===== config.mk =====
export PLATFORM = sky130hd
export DESIGN_NAME = pc_unit
export DESIGN_NICKNAME = d
export VERILOG_FILES = /design/src/hw/pc_unit.sv
export SDC_FILE = /design/constraint.sdc
export NUM_CORES = 1
export LEC_CHECK = 0
export ABC_AREA = 0
export BUFFER_PORTS_ARGS = -buffer_cell sky130_fd_sc_hd__buf_2
export CAP_MARGIN = 20
export CELL_PAD_IN_SITES_DETAIL_PLACEMENT = 1
export CELL_PAD_IN_SITES_GLOBAL_PLACEMENT = 1
export CORE_MARGIN = 8
export CORE_UTILIZATION = 30
export DETAILED_ROUTE_END_ITERATION = 8
export PLACE_DENSITY_LB_ADDON = 0.1
export REMOVE_ABC_BUFFERS = 1
export SLEW_MARGIN = 20
export SYNTH_ARGS = -nofsm -noshare
export SYNTH_HDL_FRONTEND = slang
export SYNTH_SLANG_ARGS = --single-unit

===== constraint.sdc =====
create_clock -name clk -period 3.3 [get_ports clk]
set_clock_uncertainty 0.1 [all_clocks]
set_input_delay 0.495 -clock clk [delete_from_list [all_inputs] [get_ports clk]]
set_output_delay 0.495 -clock clk [all_outputs]
set_load 0.05 [all_outputs]

===== src/hw/pc_unit.sv =====
`timescale 1ns/1ps

module pc_unit #(
  parameter logic [63:0] RESET_PC = 64'h0000_0000_8000_0000
) (
  input  logic        clk,
  input  logic        rstn,
  input  logic        instr_en,
  input  logic [63:0] imm,
  input  logic [63:0] rs1_data,
  input  logic        br_taken,
  input  logic        jal_en,
  input  logic        jalr_en,
  output logic [63:0] pc,
  output logic [63:0] link,
  output logic [63:0] dnxt_pc
);

  logic [63:0] jalr_tgt;

  assign link     = pc + 64'd4;
  assign jalr_tgt = rs1_data + imm;

  always_comb begin
    if (!instr_en)
      dnxt_pc = pc; // hold while waiting for read data
    else if (jalr_en)
      dnxt_pc = {jalr_tgt[63:1], 1'b0};
    else if (br_taken || jal_en)
      dnxt_pc = pc + imm;
    else
      dnxt_pc = link;
  end

  always_ff @(posedge clk) begin
    if (!rstn)
      pc <= RESET_PC;
    else if (instr_en)
      pc <= dnxt_pc;
  end

endmodule


==> qor.txt <==
CTS
---------------------------------------------------------------------------------
Clock tree from TritonCTS                                                   built
CTS sink cnt                                                                   64
Maximum buffer depth of the clock tree                                          2
Clock insertion delay at the later pin of the skew report                 0.41 ns
Clock Tree Root                                                      sky130_fd_sc_hd__clkbuf_16
Maximum level of the CTS H-tree                                                 3
Number of buffers inserted by hold repair at cts                                0
Clock slew seen by the registers of the worst setup and hold paths        0.07 ns
Number of buffers inserted during clock tree synthesis                          9

WORST SETUP PATH
---------------------------------------------------------------------------------
Series of cell instances along the critical path                     ha_4 > o21ai_1 > nor2_2 > buf_4 > buf_6 > o41ai_4 > a2111oi_4 > o21ai_4 > o21a_4 > o2111ai_1 > o41ai_2 > a211oi_1 > buf_4 > nor2_2 > buf_6
Startpoint of the most critical register-to-register path                   pc[1]
Largest delay contributor family on the critical path                compound AO/OA/AOI/OAI gates
Worst-path maximum fanout                                                       6
Max incr delay on CP                                                      0.56 ns
Kind of end point of the critical path                               primary output
Crit path arrival time                                                    3.69 ns
Slowest cell on the critical path                                    sky130_fd_sc_hd__a2111oi_4
Launch point of the worst path                                              pc[7]
Register-to-register setup slack                                         -0.81 ns
Count of buffer and inverter cells on the critical path                         4
Sort of element at the start of the critical path                        register
R2r endpoint                                                               pc[16]
Worst-case reg-to-reg path depth                                               21
Critical setup path kind                                                  reg2out
Required time reported for the critical path endpoint                     2.70 ns

FLOORPLANNING
---------------------------------------------------------------------------------
Ports                                                                         326
Die Width                                                                  220 um
Full die area                                                          48600 um^2
Placeable Area                                                         41600 um^2
Count of standard-cell rows                                                    75
Initial core utilization                                                    30.2%
Chip Height                                                                220 um

YOSYS
---------------------------------------------------------------------------------
Portion of the post-synthesis area used by sequential elements              10.2%
Cell count after synthesis                                                   1834
Count of cell types in the netlist                                             82
EDFF count, synth                                                               0
Asr flop ratio synth                                                           0%
Avg Cell Area, Syn                                                      6.83 um^2
Top cells by area in the synthesized netlist                         sky130_fd_sc_hd__ha_1 (13%), sky130_fd_sc_hd__dfxtp_1 (10%), sky130_fd_sc_hd__a21oi_1 (8.5%), sky130_fd_sc_hd__xnor2_1 (7.1%), sky130_fd_sc_hd__nand2_1 (5.5%)
Synth Cell Area                                                        12500 um^2
Total of flip-flops plus latches after synthesis                               64
Warning count from the yosys run                                                0
Most common flop cell mapped by yosys                                sky130_fd_sc_hd__dfxtp_1
List of most frequent post-synthesis cells                           sky130_fd_sc_hd__a21oi_1 (212), sky130_fd_sc_hd__nand2_1 (183), sky130_fd_sc_hd__nor2_1 (162)
Synth top area share                                                        12.6%
Most numerous cell in the Yosys netlist                              sky130_fd_sc_hd__a21oi_1
Most area-hungry cell type in the Yosys netlist                      sky130_fd_sc_hd__ha_1

LAYOUT
---------------------------------------------------------------------------------
Biggest regs                                                              pc (64)
Utilization after layout                                                    64.1%
Fraction of layout cells with a size suffix above 1                         58.0%
Register with the most flip-flops                                              pc
Count of nets after finishing                                                3242
Max FFs per register                                                           64
Layout overhead on the synthesized area                                      112%

TIMING
---------------------------------------------------------------------------------
Final hold vios                                                                 0
Smallest setup slack after layout                                       -0.981 ns
Highest attainable clock frequency                                      0.234 GHz
Slew headroom                                                               44.9%
Aggregate negative setup slack                                          -49.97 ns
Clock period minus worst slack                                            4.28 ns
Unrepaired setup endpoints after global routing                               yes
Worst hold-check slack                                                   0.511 ns
Worst-Margin Slew                                                        0.826 ns
Total setup violations reported at the end of the flow                        106
Fin crit share                                                               130%
Slew Limit Fails                                                                0

POWER AND IR DROP
---------------------------------------------------------------------------------
Max VDD drop                                                             0.461 mV
Reported leakage power                                                    12.4 nW
Total chip power                                                          9.88 mW
Proportion of power drawn by flip-flops and latches                          9.8%
Power per standard cell area                                          371 nW/um^2
Internal Dissipation                                                      4.90 mW
Combinational share of power                                                78.1%
Switch share                                                                50.4%
Sw power                                                                  4.98 mW
Relative contribution of the clock network to total power                   12.0%

GRT
---------------------------------------------------------------------------------
GRT overflow                                                                    0
Number of global-route vias before repair                                   21.5k
Global-route wire length before repair                                  130000 um
Tot GR Track Use                                                            35.0%
Initial antenna violation count                                                 2
Largest net degree at the start of global routing                              52

FLOW RUN
---------------------------------------------------------------------------------
Max capacitance violation total                                                 0

PLACEMENT
---------------------------------------------------------------------------------
GPL Wtd Cong                                                                0.991
Port-buffer cells                                                             325
Post-placement worst setup slack                                         -1.46 ns
HPWL Detailed                                                            68700 um

ROUTE
---------------------------------------------------------------------------------
DR vias                                                                     21.2k
Average wire per cell in the routed design                                27.8 um
Number of routed nets with antenna violations                                   0
Post-route DRC                                                                  0
Wire length after detailed routing                                       98100 um
First-pass iteration count of the detailed router                               6
Detailed-route vias per instance                                             6.01
Detailed router's first-iteration violation count                            1709

MIN PATH
---------------------------------------------------------------------------------
Hold Path Origin                                                           imm[0]
Number of cells on the worst hold path                                          4
Hold Path Sink                                                              pc[0]
Hold crit path type                                                        in2reg

STATUS
---------------------------------------------------------------------------------
Result of the run                                                    finished with violations
Violations in the final reports                                      negative setup slack

-- through the flow --
step	instance area, um^2	cells
2_1_floorplan	12100	1731
3_3_place_gp	21200	3386
3_5_place_dp	21200	3386
4_1_cts	24400	3475
5_1_grt	26600	3525
6_report	26600	3525
-- repair_timing --
action,4_1_cts,5_1_grt
resized for setup,533,378
pin swaps,148,172
buffers inserted,80,83
setup endpoints to repair,136,128
-- worst reg2reg max path, delay by kind of cell (launching register included) --
| family | cells | cell delay (ns) |
|---|---|---|
| flip-flops | 1 | 0.37 |
| adder cells (fa/ha/maj) | 1 | 0.39 |
| buffers and inverters | 11 | 1.51 |
| AO/OA/AOI/OAI | 8 | 1.48 |
| XOR/XNOR | 1 | 0.18 |
-- placed cells by master (no fill, tap or decap), types with 33 or more instances in the layout --
master,Yosys,final
sky130_fd_sc_hd__inv_1,41,37
sky130_fd_sc_hd__xnor2_1,102,54
sky130_fd_sc_hd__o21ai_0,125,70
sky130_fd_sc_hd__a21oi_2,0,59
sky130_fd_sc_hd__and2_1,58,54
sky130_fd_sc_hd__a21oi_1,212,142
sky130_fd_sc_hd__buf_2,0,214
sky130_fd_sc_hd__nand4_1,66,66
sky130_fd_sc_hd__nor2_1,162,135
sky130_fd_sc_hd__nand3_1,57,37
sky130_fd_sc_hd__xor2_1,50,37
sky130_fd_sc_hd__buf_4,2,798
sky130_fd_sc_hd__xnor2_2,1,38
sky130_fd_sc_hd__ha_4,0,45
sky130_fd_sc_hd__buf_12,0,56
sky130_fd_sc_hd__nand2_1,183,163
sky130_fd_sc_hd__a21o_1,58,58
sky130_fd_sc_hd__buf_6,1,151
sky130_fd_sc_hd__dfxtp_1,64,33
sky130_fd_sc_hd__ha_1,126,75
-- worst max path at each step --
stage | slack (ns) | depth (start not counted) | end
6_report | -0.98 | 15 | dnxt_pc[59]
4_1_cts | -0.93 | 13 | dnxt_pc[61]
3_5_place_dp | -1.46 | 14 | dnxt_pc[63]
3_3_place_gp | -1.38 | 14 | dnxt_pc[63]
2_1_floorplan | -1.82 | 10 | dnxt_pc[44]
5_1_grt | -1.13 | 15 | dnxt_pc[59]
-- cell families after synthesis --
family	count (synthesis)	synth area share (%)
simple gates	668	26.1
compound gates	658	34.0
xor+xnor	153	10.8
buf+inv	144	4.43
fa+ha+maj	128	12.9
flops	64	10.2
mux	19	1.53
-- power groups by stage --
stage | Combinational [mW] | Sequential, mW | Clock (mW)
finish | 7.72 | 0.969 | 1.19
global route | 7.99 | 0.973 | 1.23
CTS | 6.88 | 0.951 | 1.18
detailed placement | 6.10 | 0.953 | 0
global placement | 6.01 | 0.950 | 0
floorplan | 2.73 | 1.29 | 0
-- layout make-up --
type | instances | area [um^2]
clock inverter | 3 | 65.1
timing repair buffer | 1238 | 10200
sequential | 64 | 1350
clock buffer | 13 | 250
fill | 4871 | 14900
antenna | 1 | 2.50
multi-input combinational | 1626 | 14000
tap | 539 | 674
inverter | 41 | 154
-- metal layers --
layer,share of wire [%],track usage [%],up-vias
met5,0,0,-
met4,6.1,15.6,0
met3,7.8,6.51,382
met2,47,59.1,1196
met1,39,42.9,10470
li1,-,-,9141
Note: power is estimated with default switching activity, not from simulation.
