==> config.mk <==
export PLATFORM = sky130hd
export DESIGN_NAME = imm_gen
export DESIGN_NICKNAME = d
export VERILOG_FILES = /design/src/hw/rv_isa_pkg.sv /design/src/hw/core_ctrl_pkg.sv /design/src/hw/imm_gen.sv
export SDC_FILE = /design/constraint.sdc
export NUM_CORES = 1
export LEC_CHECK = 0
export BUFFER_PORTS_ARGS = -buffer_cell sky130_fd_sc_hd__buf_2
export CAP_MARGIN = 20
export CORE_MARGIN = 10
export CORE_UTILIZATION = 34
export DETAILED_ROUTE_END_ITERATION = 7
export PLACE_DENSITY_LB_ADDON = 0.1
export SLEW_MARGIN = 10
export SYNTH_ARGS = -nofsm -noshare
export SYNTH_HDL_FRONTEND = slang
export SYNTH_SLANG_ARGS = --single-unit
==> constraint.sdc <==
create_clock -name vclk -period 1.9
set_input_delay 0.19 -clock vclk [all_inputs]
set_output_delay 0.19 -clock vclk [all_outputs]
set_load 0.01 [all_outputs]
==> src/hw/rv_isa_pkg.sv <==
package rv_isa_pkg;

  localparam logic [6:0] opc_lui       = 7'b0110111;
  localparam logic [6:0] opc_auipc     = 7'b0010111;
  localparam logic [6:0] opc_jal       = 7'b1101111;
  localparam logic [6:0] opc_jalr      = 7'b1100111;
  localparam logic [6:0] opc_branch    = 7'b1100011;
  localparam logic [6:0] opc_op_imm    = 7'b0010011;
  localparam logic [6:0] opc_op_imm_32 = 7'b0011011;
  localparam logic [6:0] opc_op        = 7'b0110011;
  localparam logic [6:0] opc_op_32     = 7'b0111011;
  localparam logic [6:0] opc_system    = 7'b1110011;

  // integer op funct3
  localparam logic [2:0] f3_add_sub = 3'b000;
  localparam logic [2:0] f3_sll     = 3'b001;
  localparam logic [2:0] f3_slt     = 3'b010;
  localparam logic [2:0] f3_sltu    = 3'b011;
  localparam logic [2:0] f3_xor     = 3'b100;
  localparam logic [2:0] f3_srl_sra = 3'b101;
  localparam logic [2:0] f3_or      = 3'b110;
  localparam logic [2:0] f3_and     = 3'b111;

  // branch funct3
  localparam logic [2:0] f3_beq  = 3'b000;
  localparam logic [2:0] f3_bne  = 3'b001;
  localparam logic [2:0] f3_blt  = 3'b100;
  localparam logic [2:0] f3_bge  = 3'b101;
  localparam logic [2:0] f3_bltu = 3'b110;
  localparam logic [2:0] f3_bgeu = 3'b111;

  localparam logic [11:0] f12_ebreak = 12'h001;
  localparam logic [31:0] nop_word   = 32'h0000_0013; // addi x0, x0, 0

  typedef struct packed {
    logic [6:0] funct7;
    logic [4:0] rs2;
    logic [4:0] rs1;
    logic [2:0] funct3;
    logic [4:0] rd;
    logic [6:0] opcode;
  } r_fmt_t;

  typedef struct packed {
    logic [11:0] imm11_0;
    logic [4:0]  rs1;
    logic [2:0]  funct3;
    logic [4:0]  rd;
    logic [6:0]  opcode;
  } i_fmt_t;

  typedef struct packed {
    logic [6:0] imm11_5;
    logic [4:0] rs2;
    logic [4:0] rs1;
    logic [2:0] funct3;
    logic [4:0] imm4_0;
    logic [6:0] opcode;
  } s_fmt_t;

  typedef struct packed {
    logic       imm12;
    logic [5:0] imm10_5;
    logic [4:0] rs2;
    logic [4:0] rs1;
    logic [2:0] funct3;
    logic [3:0] imm4_1;
    logic       imm11;
    logic [6:0] opcode;
  } b_fmt_t;

  typedef struct packed {
    logic [19:0] imm31_12;
    logic [4:0]  rd;
    logic [6:0]  opcode;
  } u_fmt_t;

  typedef struct packed {
    logic       imm20;
    logic [9:0] imm10_1;
    logic       imm11;
    logic [7:0] imm19_12;
    logic [4:0] rd;
    logic [6:0] opcode;
  } j_fmt_t;

  typedef union packed {
    r_fmt_t r;
    i_fmt_t i;
    s_fmt_t s;
    b_fmt_t b;
    u_fmt_t u;
    j_fmt_t j;
  } rv_instr_t;

endpackage

==> src/hw/core_ctrl_pkg.sv <==
package core_ctrl_pkg;

  // alu operation select
  localparam logic [3:0] alu_add    = 4'd0;
  localparam logic [3:0] alu_sub    = 4'd1;
  localparam logic [3:0] alu_sll    = 4'd2;
  localparam logic [3:0] alu_slt    = 4'd3;
  localparam logic [3:0] alu_sltu   = 4'd4;
  localparam logic [3:0] alu_xor    = 4'd5;
  localparam logic [3:0] alu_srl    = 4'd6;
  localparam logic [3:0] alu_sra    = 4'd7;
  localparam logic [3:0] alu_or     = 4'd8;
  localparam logic [3:0] alu_and    = 4'd9;
  localparam logic [3:0] alu_pass_b = 4'd10; // lui

  // immediate format select
  localparam logic [2:0] imm_i = 3'd0;
  localparam logic [2:0] imm_s = 3'd1;
  localparam logic [2:0] imm_b = 3'd2;
  localparam logic [2:0] imm_u = 3'd3;
  localparam logic [2:0] imm_j = 3'd4;

  // write-back source
  localparam logic [1:0] wb_sel_alu  = 2'd0;
  localparam logic [1:0] wb_sel_link = 2'd1;

endpackage

==> src/hw/imm_gen.sv <==
`timescale 1ns/1ps

module imm_gen (
  input  rv_isa_pkg::rv_instr_t instr,
  input  logic [2:0]            imm_sel,
  output logic [63:0]           imm
);

  always_comb begin
    case (imm_sel)
      core_ctrl_pkg::imm_i:
        imm = {{52{instr.i.imm11_0[11]}}, instr.i.imm11_0};
      core_ctrl_pkg::imm_s:
        imm = {{52{instr.s.imm11_5[6]}}, instr.s.imm11_5, instr.s.imm4_0};
      core_ctrl_pkg::imm_b:
        imm = {{51{instr.b.imm12}}, instr.b.imm12, instr.b.imm11,
               instr.b.imm10_5, instr.b.imm4_1, 1'b0};
      core_ctrl_pkg::imm_u:
        imm = {{32{instr.u.imm31_12[19]}}, instr.u.imm31_12, 12'd0};
      core_ctrl_pkg::imm_j:
        imm = {{43{instr.j.imm20}}, instr.j.imm20, instr.j.imm19_12,
               instr.j.imm11, instr.j.imm10_1, 1'b0};
      default:
        imm = 64'd0;
    endcase
  end

endmodule

==> results_dict.tcl <==
set metrics [dict create \
    pwr-share-comb_pct 100.0 \
    critPathSlowestCell "and2_1" \
    wl_met3_microns 546 \
    start_util_pct 35.6 \
    p_clk_share_pct 0 \
    yosysWarningCount 0 \
    gp_congestion 0.714 \
    cap_viol_max_count 0 \
    drcViolationCount 0 \
    rsz0062_at_grt "false" \
    period_needed_ps 1600 \
    ys_types 21 \
    core_sq_mm 0.00219 \
    yosysSeqAreaShare_pct 0 \
    worst-setup-path-type "input port to primary output" \
    hold_violations 0 \
    wl_mm 2.77 \
    worst_pin_slew_ps 679 \
    post_drt_wl_per_cell_microns 13.6 \
    synth_commonest_cells "buf_4, nand2_1, a21oi_1, o22ai_1, nor2b_1" \
    die-area_sq_mm 0.00461 \
    critPathLaunchType "input port" \
    worstHoldStart "instr[26]" \
    nNetsFinal 213 \
    antenna_cells 0 \
    firstDrtPassIters 4 \
    syn_to_final_growth_pct 24.8 \
    portBuffers 92 \
    fmax_mhz 625 \
    leakage_nw 0.626 \
    syn_inst 126 \
    syn-num-nets 161 \
    postCtsHoldBufs 0 \
    num_vias 929 \
    synth_area_leaders "buf_4, a21oi_1, nand2_1, o22ai_1, mux2_2" \
    layout-drive-gt1-share_pct 56.3 \
    top_layer_used "met3" \
    ctsResizeCount 0 \
    die_width_microns 67.9 \
    fin_crit_sh_pct 84.3 \
    netSwitchingPower_mw 0.168 \
    crit_path_max_incr_delay_ps 580 \
    seq_cell_count 0 \
    finalSetupTns_ps 0 \
    grt_remaining_overflow 0 \
    powerDensity_mw_per_mm2 306 \
    die_h_microns 67.9 \
    fin_hold_ws_ps 665 \
    syn_area_per_cell_sq_um 6.20 \
    worstPathRequired_ps 1710 \
    synth_most_common_cell "buf_4" \
    ant_nets 0 \
    wl_met2_mm 1.26 \
    outcome "completed" \
    critPathCaptureType "primary output" \
    maxSlewViolCount 0 \
    relSlewSlack_pct 54.8 \
    hold_class "input port to primary output" \
    drt_iter0_drc 79 \
    drt-met1-wl_microns 966 \
    synth_top_cell_by_area "buf_4" \
    crit_arrival_ps 1410 \
    crit_path_cell_trace "buf_2, o21ai_0, and2_1, buf_2" \
    row_count 17 \
    grt_antenna_before_repair 0 \
    cp_max_fo 33 \
    via_per_inst 4.55 \
    p_int_mw 0.130 \
    hpwl_mm 2.33 \
    finalSetupViolCount 0 \
    clkbuf_count 0 \
    postCtsSetupBuffers 0 \
    path_common_cell "buf_2" \
    grt.total_usage_pct 10.7 \
    whs_endpoint "imm[26]" \
    seq_area_sq_um 0 \
    synth_area_sq_um 781 \
    ir_worst_vdd_mv 0.125 \
    grt_start_max_net_pins 34 \
    seqPwrFrac_pct 0 \
    grt_pass1_wl_mm 4.21 \
    grt_pass1_vias 928 \
    hold_path_depth 4 \
    synth_top_area_share_pct 30.8 \
    p_sw_share_pct 56.5 \
    io_pins 99 \
]
## per-layer routing
| metal | GRT usage, % | vias up |
|---|---|---|
| li1 | - | 487 |
| met1 | 11.8 | 384 |
| met2 | 18.6 | 58 |
| met3 | 6.20 | 0 |
| met4 | 0 | 0 |
| met5 | 0 | - |
## how the worst max path moves through the flow
stage,startpoint,endpoint,slack (ps),cells past startpoint
2_1_floorplan,imm_sel[0],imm[32],300,4
3_3_place_gp,imm_sel[1],imm[33],320,4
3_5_place_dp,imm_sel[1],imm[48],250,4
4_1_cts,imm_sel[1],imm[48],250,4
5_1_grt,imm_sel[1],imm[38],5,4
6_report,imm_sel[1],imm[48],300,4
## area by class of cell
| cell class | instances | area (sq um) |
|---|---|---|
| Tap cell | 28 | 35.0 |
| Inverter | 5 | 18.8 |
| Fill cell | 250 | 1220 |
| Timing Repair Buffer | 93 | 468 |
| Multi-Input combinational cell | 78 | 453 |
## cell families after synthesis
kind of cell / synth area share, %
AOI/OAI and AO/OA: 22.3
and+or+nand+nor: 27.2
adders and majority gates: 1.44
muxes: 7.05
buffers and inverters: 42.0
## critical path, delay by kind of cell
family | cells | cell delay (ps)
simple gates | 1 | 580
buf+inv | 2 | 470
compound gates | 1 | 170
## per-stage QoR
stage	util, %	total power, mW	area [sq um]	worst slack (ps)	std cells
final	44.5	0.298	975	299	204
after CTS	44.5	0.305	975	252	204
after global placement	44.5	0.301	975	325	204
after floorplan	-	0.230	781	295	126
after global routing	44.5	0.337	975	5.24	204
after detailed placement	44.5	0.304	975	252	204
## cell usage in the layout (no fill, tap or decap), drive strengths merged, types with 2 or more instances in the layout
master and count:
mux2 4, nand2b 6, a21oi 17, and2b 2, and2 2, o22ai 12
buf 93, nand2 22, inv 5, nor2b 7
## power groups by stage
stage	Combinational (mW)	Sequential, mW	Clock, mW
floorplan	0.230	0	0
global placement	0.301	0	0
detailed placement	0.304	0	0
CTS	0.305	0	0
global route	0.337	0	0
finish	0.298	0	0
Note: power is estimated with default switching activity, not from simulation.
