--- src/hw/rv_isa_pkg.sv ---
package rv_isa_pkg;

  localparam logic [6:0] opc_lui       = 7'b0110111;
  localparam logic [6:0] opc_auipc     = 7'b0010111;
  localparam logic [6:0] opc_jal       = 7'b1101111;
  localparam logic [6:0] opc_jalr      = 7'b1100111;
  localparam logic [6:0] opc_branch    = 7'b1100011;
  localparam logic [6:0] opc_op_imm    = 7'b0010011;
  localparam logic [6:0] opc_op_imm_32 = 7'b0011011;
  localparam logic [6:0] opc_op        = 7'b0110011;
  localparam logic [6:0] opc_op_32     = 7'b0111011;
  localparam logic [6:0] opc_system    = 7'b1110011;

  // integer op funct3
  localparam logic [2:0] f3_add_sub = 3'b000;
  localparam logic [2:0] f3_sll     = 3'b001;
  localparam logic [2:0] f3_slt     = 3'b010;
  localparam logic [2:0] f3_sltu    = 3'b011;
  localparam logic [2:0] f3_xor     = 3'b100;
  localparam logic [2:0] f3_srl_sra = 3'b101;
  localparam logic [2:0] f3_or      = 3'b110;
  localparam logic [2:0] f3_and     = 3'b111;

  // branch funct3
  localparam logic [2:0] f3_beq  = 3'b000;
  localparam logic [2:0] f3_bne  = 3'b001;
  localparam logic [2:0] f3_blt  = 3'b100;
  localparam logic [2:0] f3_bge  = 3'b101;
  localparam logic [2:0] f3_bltu = 3'b110;
  localparam logic [2:0] f3_bgeu = 3'b111;

  localparam logic [11:0] f12_ebreak = 12'h001;
  localparam logic [31:0] nop_word   = 32'h0000_0013; // addi x0, x0, 0

  typedef struct packed {
    logic [6:0] funct7;
    logic [4:0] rs2;
    logic [4:0] rs1;
    logic [2:0] funct3;
    logic [4:0] rd;
    logic [6:0] opcode;
  } r_fmt_t;

  typedef struct packed {
    logic [11:0] imm11_0;
    logic [4:0]  rs1;
    logic [2:0]  funct3;
    logic [4:0]  rd;
    logic [6:0]  opcode;
  } i_fmt_t;

  typedef struct packed {
    logic [6:0] imm11_5;
    logic [4:0] rs2;
    logic [4:0] rs1;
    logic [2:0] funct3;
    logic [4:0] imm4_0;
    logic [6:0] opcode;
  } s_fmt_t;

  typedef struct packed {
    logic       imm12;
    logic [5:0] imm10_5;
    logic [4:0] rs2;
    logic [4:0] rs1;
    logic [2:0] funct3;
    logic [3:0] imm4_1;
    logic       imm11;
    logic [6:0] opcode;
  } b_fmt_t;

  typedef struct packed {
    logic [19:0] imm31_12;
    logic [4:0]  rd;
    logic [6:0]  opcode;
  } u_fmt_t;

  typedef struct packed {
    logic       imm20;
    logic [9:0] imm10_1;
    logic       imm11;
    logic [7:0] imm19_12;
    logic [4:0] rd;
    logic [6:0] opcode;
  } j_fmt_t;

  typedef union packed {
    r_fmt_t r;
    i_fmt_t i;
    s_fmt_t s;
    b_fmt_t b;
    u_fmt_t u;
    j_fmt_t j;
  } rv_instr_t;

endpackage

--- src/hw/core_ctrl_pkg.sv ---
package core_ctrl_pkg;

  // alu operation select
  localparam logic [3:0] alu_add    = 4'd0;
  localparam logic [3:0] alu_sub    = 4'd1;
  localparam logic [3:0] alu_sll    = 4'd2;
  localparam logic [3:0] alu_slt    = 4'd3;
  localparam logic [3:0] alu_sltu   = 4'd4;
  localparam logic [3:0] alu_xor    = 4'd5;
  localparam logic [3:0] alu_srl    = 4'd6;
  localparam logic [3:0] alu_sra    = 4'd7;
  localparam logic [3:0] alu_or     = 4'd8;
  localparam logic [3:0] alu_and    = 4'd9;
  localparam logic [3:0] alu_pass_b = 4'd10; // lui

  // immediate format select
  localparam logic [2:0] imm_i = 3'd0;
  localparam logic [2:0] imm_s = 3'd1;
  localparam logic [2:0] imm_b = 3'd2;
  localparam logic [2:0] imm_u = 3'd3;
  localparam logic [2:0] imm_j = 3'd4;

  // write-back source
  localparam logic [1:0] wb_sel_alu  = 2'd0;
  localparam logic [1:0] wb_sel_link = 2'd1;

endpackage

--- src/hw/core_ctrl.sv ---
`timescale 1ns/1ps

module core_ctrl (
  input  logic                  clk,
  input  logic                  rstn,
  output logic                  ifu_arvalid,
  input  logic                  ifu_arready,
  output logic [63:0]           ifu_araddr,
  input  logic                  ifu_rvalid,
  input  logic [31:0]           ifu_rdata,
  input  logic [1:0]            ifu_rresp,
  input  logic [63:0]           dnxt_pc,
  output rv_isa_pkg::rv_instr_t instr,
  output logic                  instr_en,
  output logic [4:0]            rs1_idx,
  output logic [4:0]            rs2_idx,
  output logic [4:0]            rd_idx,
  output logic [2:0]            imm_sel,
  output logic [3:0]            alu_op,
  output logic                  alu_word,
  output logic                  alu_src_pc,
  output logic                  alu_src_imm,
  output logic                  br_en,
  output logic [2:0]            br_op,
  output logic                  jal_en,
  output logic                  jalr_en,
  output logic                  wb_en,
  output logic [1:0]            wb_sel,
  output logic                  halted
);

  localparam logic [1:0] st_idle  = 2'd0;
  localparam logic [1:0] st_fetch = 2'd1;
  localparam logic [1:0] st_exec  = 2'd2;
  localparam logic [1:0] st_halt  = 2'd3;

  localparam logic [1:0] resp_okay = 2'b00;

  logic [1:0] state_q;
  logic [1:0] state_d;
  logic       is_ebreak;

  function automatic logic [3:0] alu_fn(input logic [2:0] f3, input logic alt,
                                        input logic reg_form);
    case (f3)
      rv_isa_pkg::f3_add_sub: alu_fn = (alt && reg_form) ? core_ctrl_pkg::alu_sub
                                                         : core_ctrl_pkg::alu_add;
      rv_isa_pkg::f3_sll:     alu_fn = core_ctrl_pkg::alu_sll;
      rv_isa_pkg::f3_slt:     alu_fn = core_ctrl_pkg::alu_slt;
      rv_isa_pkg::f3_sltu:    alu_fn = core_ctrl_pkg::alu_sltu;
      rv_isa_pkg::f3_xor:     alu_fn = core_ctrl_pkg::alu_xor;
      rv_isa_pkg::f3_srl_sra: alu_fn = alt ? core_ctrl_pkg::alu_sra : core_ctrl_pkg::alu_srl;
      rv_isa_pkg::f3_or:      alu_fn = core_ctrl_pkg::alu_or;
      default:                alu_fn = core_ctrl_pkg::alu_and;
    endcase
  endfunction

  assign instr_en   = ifu_rvalid && (state_q == st_exec); // retire cycle
  assign ifu_araddr = dnxt_pc;
  assign halted     = (state_q == st_halt);

  // error responses and idle cycles decode as nop
  assign instr = (instr_en && ifu_rresp == resp_okay) ? ifu_rdata : rv_isa_pkg::nop_word;

  assign is_ebreak = (instr.i.opcode == rv_isa_pkg::opc_system) &&
                     (instr.i.imm11_0 == rv_isa_pkg::f12_ebreak) &&
                     (instr.i.funct3 == 3'b000) && (instr.i.rs1 == 5'd0) &&
                     (instr.i.rd == 5'd0);

  always_ff @(posedge clk) begin
    if (!rstn)
      state_q <= st_idle;
    else
      state_q <= state_d;
  end

  always_comb begin
    state_d     = state_q;
    ifu_arvalid = 1'b0;
    case (state_q)
      st_idle: state_d = st_fetch;
      st_fetch: begin
        ifu_arvalid = 1'b1;
        if (ifu_arready)
          state_d = st_exec;
      end
      st_exec: begin
        if (instr_en) begin
          if (is_ebreak) begin
            state_d = st_halt;
          end else begin
            ifu_arvalid = 1'b1; // next fetch in the retire cycle
            state_d     = ifu_arready ? st_exec : st_fetch;
          end
        end
      end
      default: state_d = st_halt;
    endcase
  end

  always_comb begin
    rs1_idx     = instr.r.rs1;
    rs2_idx     = instr.r.rs2;
    rd_idx      = instr.r.rd;
    br_op       = instr.r.funct3;
    imm_sel     = core_ctrl_pkg::imm_i;
    alu_op      = core_ctrl_pkg::alu_add;
    alu_word    = 1'b0;
    alu_src_pc  = 1'b0;
    alu_src_imm = 1'b0;
    br_en       = 1'b0;
    jal_en      = 1'b0;
    jalr_en     = 1'b0;
    wb_en       = 1'b0;
    wb_sel      = core_ctrl_pkg::wb_sel_alu;
    case (instr.r.opcode)
      rv_isa_pkg::opc_lui: begin
        imm_sel     = core_ctrl_pkg::imm_u;
        alu_op      = core_ctrl_pkg::alu_pass_b;
        alu_src_imm = 1'b1;
        wb_en       = 1'b1;
      end
      rv_isa_pkg::opc_auipc: begin
        imm_sel     = core_ctrl_pkg::imm_u;
        alu_src_pc  = 1'b1;
        alu_src_imm = 1'b1;
        wb_en       = 1'b1;
      end
      rv_isa_pkg::opc_jal: begin
        imm_sel = core_ctrl_pkg::imm_j;
        jal_en  = 1'b1;
        wb_en   = 1'b1;
        wb_sel  = core_ctrl_pkg::wb_sel_link;
      end
      rv_isa_pkg::opc_jalr: begin
        jalr_en = 1'b1;
        wb_en   = 1'b1;
        wb_sel  = core_ctrl_pkg::wb_sel_link;
      end
      rv_isa_pkg::opc_branch: begin
        imm_sel = core_ctrl_pkg::imm_b;
        br_en   = 1'b1;
      end
      rv_isa_pkg::opc_op_imm, rv_isa_pkg::opc_op_imm_32: begin
        alu_op      = alu_fn(instr.i.funct3, instr.i.imm11_0[10], 1'b0); // bit 30 picks sra
        alu_word    = (instr.i.opcode == rv_isa_pkg::opc_op_imm_32);
        alu_src_imm = 1'b1;
        wb_en       = 1'b1;
      end
      rv_isa_pkg::opc_op, rv_isa_pkg::opc_op_32: begin
        alu_op   = alu_fn(instr.r.funct3, instr.r.funct7[5], 1'b1);
        alu_word = (instr.r.opcode == rv_isa_pkg::opc_op_32);
        wb_en    = !instr.r.funct7[0]; // mul/div words retire as nop
      end
      default: ; // loads, stores, system
    endcase
  end

  // address must not move or drop before it is taken
  assert property (@(posedge clk) disable iff (!rstn)
    ifu_arvalid && !ifu_arready |=> ifu_arvalid && $stable(ifu_araddr));

  assert property (@(posedge clk) disable iff (!rstn)
    halted |=> halted && !ifu_arvalid);

endmodule

--- config.mk ---
export PLATFORM = sky130hd
export DESIGN_NAME = core_ctrl
export DESIGN_NICKNAME = d
export VERILOG_FILES = /design/src/hw/rv_isa_pkg.sv /design/src/hw/core_ctrl_pkg.sv /design/src/hw/core_ctrl.sv
export SDC_FILE = /design/constraint.sdc
export NUM_CORES = 1
export LEC_CHECK = 0
export ABC_AREA = 0
export ABC_CLOCK_PERIOD_IN_PS = 1900
export BUFFER_PORTS_ARGS = -buffer_cell sky130_fd_sc_hd__buf_4
export CAP_MARGIN = 15
export CORE_AREA = 2 2 91 93
export CTS_CLUSTER_DIAMETER = 80
export DETAILED_ROUTE_END_ITERATION = 7
export DIE_AREA = 0 0 93 95
export SYNTH_ARGS = -nofsm -noshare
export SYNTH_HDL_FRONTEND = slang
export SYNTH_SLANG_ARGS = --single-unit
--- constraint.sdc ---
create_clock -name clk -period 1.9 [get_ports clk]
set_input_delay 0.19 -clock clk [delete_from_list [all_inputs] [get_ports clk]]
set_output_delay 0.19 -clock clk [all_outputs]
set_load 0.02 [all_outputs]
==> results <==
- Setup repair after global routing could not meet its margin everywhere.
- The type of element launching the critical path is a flip-flop.
- The average cell area after synthesis is 6.88 um2.
- The sum of negative setup slack is -1.30 ns.
- Across the routed clock network, the largest skew measured is 0.00485 ns.
- The worst setup path is captured at an output port.
- The class of the tightest hold or removal check is input pin to flip-flop.
- The number of nets in the layout is 344.
- The maximum number of buffers from clock root to sink is 2.
- Port buffering added 105 buffers.
- The static leakage is 0.00103 uW.
- After routing the design area is 2170 um2.
- The library cells used most frequently in the layout, excluding fill and tap cells, are buf_4 (87), buf_6 (34), and2_1 (16), and2_4 (13), inv_1 (7).
- The top-level I/O count is 235.
- The via count of the routed design is 1,379.
- The number of filler instances in the final layout is 876.
- The checks that failed: negative setup slack.
- Based on the critical path, the design can be clocked at up to 485 MHz.
- The number of setup violations in the final report is 32.
- Wire segments on met3 add up to 521 um in the final route.
- The die covers 8840 um2.
- TritonCTS created 3 clock buffers.
- The smallest clock period supported by the final layout is computed as 2.06 ns.
- Together, buffers and inverters on the worst path number 4.
- The first-pass GRT wire length is 6.57 mm.
- The post-route DRC violation count is 0.
- The later pin in the worst-skew pair is clocked with a latency of 0.22 ns.
- After layout, the worst setup slack is -0.160 ns.
- The number of stages on the worst hold path is 2.
- The CTS tree is built.
- The number of max-slew violations in the final report came to 0.
- The first detailed-routing pass took 3 iterations.
- For this design the ratio of total power to cell area is 375 nW/um2.
- The placeable core area is 7930 um2.
- The Yosys step of the flow raised 0 warnings.
- The floorplan step set the die height to 95 um.
- The most critical setup path has its startpoint at state_q[0].
- The via count of the first global-routing pass is 1,258.
- The hold violation total from the final report is 0.
- The required arrival time at the worst endpoint is 1.71 ns.
- Routability-driven placement finished with a final weighted congestion of 0.684.
- Relative to the synthesized area, the layout overhead comes to 60.7%.
- Row generation in the floorplan step produced 33 rows.
- 0 antenna diodes ended up in the layout.
- The hold slack is 0.231 ns.
- The number of instances in the synthesized netlist is 196.
- The uppermost layer routed is met4.
- The cell class contributing the biggest share of worst-path delay is simple AND/OR/NAND/NOR gates.
- The maximum resistive drop on vdd is 0.000161 V.
- The net count after synthesis is 302.
- Traced cell by cell, the critical path runs through inv_2, ha_4, and4bb_4, buf_6, nand4b_1, buf_6, nor4_4, nand2b_1, buf_6.
- The total length of routed met2 wires is 2.77 mm.
- For this run the aggregate overflow at the end of global routing stands at 0.
- The reported max-cap violation count is 0.
- The CTS root buffer is clkbuf_8.
- The startpoint identified for the worst hold timing path is rstn.
- The sequential area share after synthesis is 2.97%.
- By instance count, the cell type seen most on the critical path is buf_6.
- In this run the cell area measured after placement is 1730 um2.
- For this run, the total global-route usage over all layers was measured as 9.92%.
- The synthesized netlist contains 34 unique library cells.
- The post-detailed-route count of antenna-violating nets is 0.
- The maximum level of the CTS H-tree is 1.
- The register with the most flip-flops in the final layout is state_q.
- Dividing the detail-routed via count by the number of cells gives 4.04.
- Summed over all layers, the routed wires come to 5.07 mm.
- The largest net degree at the start of global routing is 15.
- The met1 wire length is 1.60 mm.
- The register with the most flip-flops in the layout has 2 of them.
- The critical path in this run is classified as flip-flop to output port.
- After synthesis the netlist holds a flip-flop and latch count of 2.
- The netlist area before placement is 1350 um2.
- The DRC violation total after the first TritonRoute iteration is 21.
- The die is 93 um wide.
- The effective utilization at floorplan is 17.0%.
- The post-cts hold buffer count is 0.
- The fraction of final layout cells with drive strength greater than 1 is 69.1%.
- Data arrives at the worst endpoint at 1.87 ns.
- In this run the critical register-to-register path is launched from state_q[0].
- The final worst-path cycle share is 108%.
- The flow ran to the end, but the final reports show violations.
- The tree built by TritonCTS fans out to 2 sinks.
- The standard cell with the maximum stage delay on the critical path is dfxtp_2.
- The initial antenna violation count is 0.
- The cell count along the critical path is 9.
- Dividing the detail-routed wire length by the instance count gives 14.9 um.
- The half-perimeter wire length after placement is 4.00 mm.
- The number of cells on the worst reg-to-reg path is 9.
- After clock tree synthesis, the clock-pin slew on the worst setup and hold paths is 0.03 ns.
- Once layout is complete, the utilization of the core stands at 27.3%.
- In this design, the stage delay of the slowest critical-path cell is 0.31 ns.
- In the final layout, the registers with the most flip-flops are state_q x2.
- The most common cell after layout, fill and taps aside is buf_4.
- Of all nets on the critical path, the largest fanout is 6.
worst reg2reg max path, delay by kind of cell (launching register included):
| kind | cells | cell delay [ns] |
|---|---|---|
| compound gates | 1 | 0.21 |
| fa+ha+maj | 1 | 0.13 |
| buf+inv | 4 | 0.43 |
| flops | 1 | 0.31 |
| simple gates | 3 | 0.61 |
Yosys cell counts:
cell type | count | share of area (%)
a211oi_1 | 1 | 0.56
a21oi_1 | 5 | 1.9
a22oi_1 | 1 | 0.56
and2_1 | 29 | 13
and4bb_1 | 1 | 0.93
buf_2 | 1 | 0.37
buf_4 | 84 | 47
clkbuf_1 | 4 | 1.1
conb_1 | 1 | 0.28
dfxtp_1 | 2 | 3.0
ha_1 | 4 | 3.7
inv_1 | 8 | 2.2
mux2i_1 | 1 | 0.74
nand2_1 | 6 | 1.7
nand2b_1 | 4 | 1.9
nand3_1 | 2 | 0.74
nand3b_1 | 1 | 0.56
nand4_1 | 2 | 0.93
nand4b_1 | 2 | 1.3
nor2_1 | 6 | 1.7
nor2b_1 | 1 | 0.46
nor3_1 | 7 | 2.6
nor3b_2 | 1 | 0.93
nor4_1 | 6 | 2.8
nor4b_1 | 2 | 1.3
nor4bb_1 | 2 | 1.5
o211a_1 | 1 | 0.74
o21ai_0 | 5 | 1.9
o21ba_2 | 1 | 0.74
o22ai_1 | 1 | 0.46
o31a_1 | 1 | 0.65
or3_1 | 1 | 0.46
or3b_1 | 1 | 0.65
or4_1 | 1 | 0.56
timing repair:
action	in CTS	in global routing
gates cloned	1	1
pin swaps	5	12
setup endpoints to repair	12	28
resized for setup	22	49
buffers inserted	4	6
path summary, 6_finish.rpt:
path                     end  slack [ns]
setup reg to reg  state_q[0]        0.15
hold / removal    state_q[0]        0.23
hold reg to reg   state_q[0]        0.72
setup / recovery  imm_sel[1]       -0.16
cell families after synthesis:
kind of cell	synth area share [%]
buffers and inverters	50.5
and+or+nand+nor	34.4
AOI/OAI and AO/OA	7.43
adders and majority gates	3.71
DFF	2.97
muxes	0.743
other	0.278
routing by layer:
metal / track usage (%) / vias to the layer above
met1: 9.25 / 616
met4: 6.50 / 0
met5: 0 / -
met3: 2.95 / 27
li1: - / 644
met2: 18.7 / 92
layout make-up:
type	count	area, um2	area share, %
clock buffer	3	41.3	1.91
inverter	8	30.0	1.39
multi-input combinational	97	777	35.9
sequential	2	42.5	1.96
tap	105	131	6.07
timing repair buffer	126	1140	52.8
power breakdown:
group | total, uW | leakage [uW] | internal [uW] | switching (uW)
Sequential | 77.0 | 0.0000172 | 64.0 | 13.1
Clock | 177 | 0.0000216 | 135 | 42.6
Combinational | 557 | 0.000993 | 293 | 264
per-stage QoR:
stage / power (uW) / worst slack, ns / std cells
finish: 812 / -0.160 / 341
global route: 869 / -0.248 / 341
CTS: 780 / -0.160 / 334
detailed placement: 554 / -0.0202 / 326
global placement: 547 / 0.0486 / 326
floorplan: 525 / -0.0611 / 196
No activity file was read; power rests on OpenSTA's default activity.
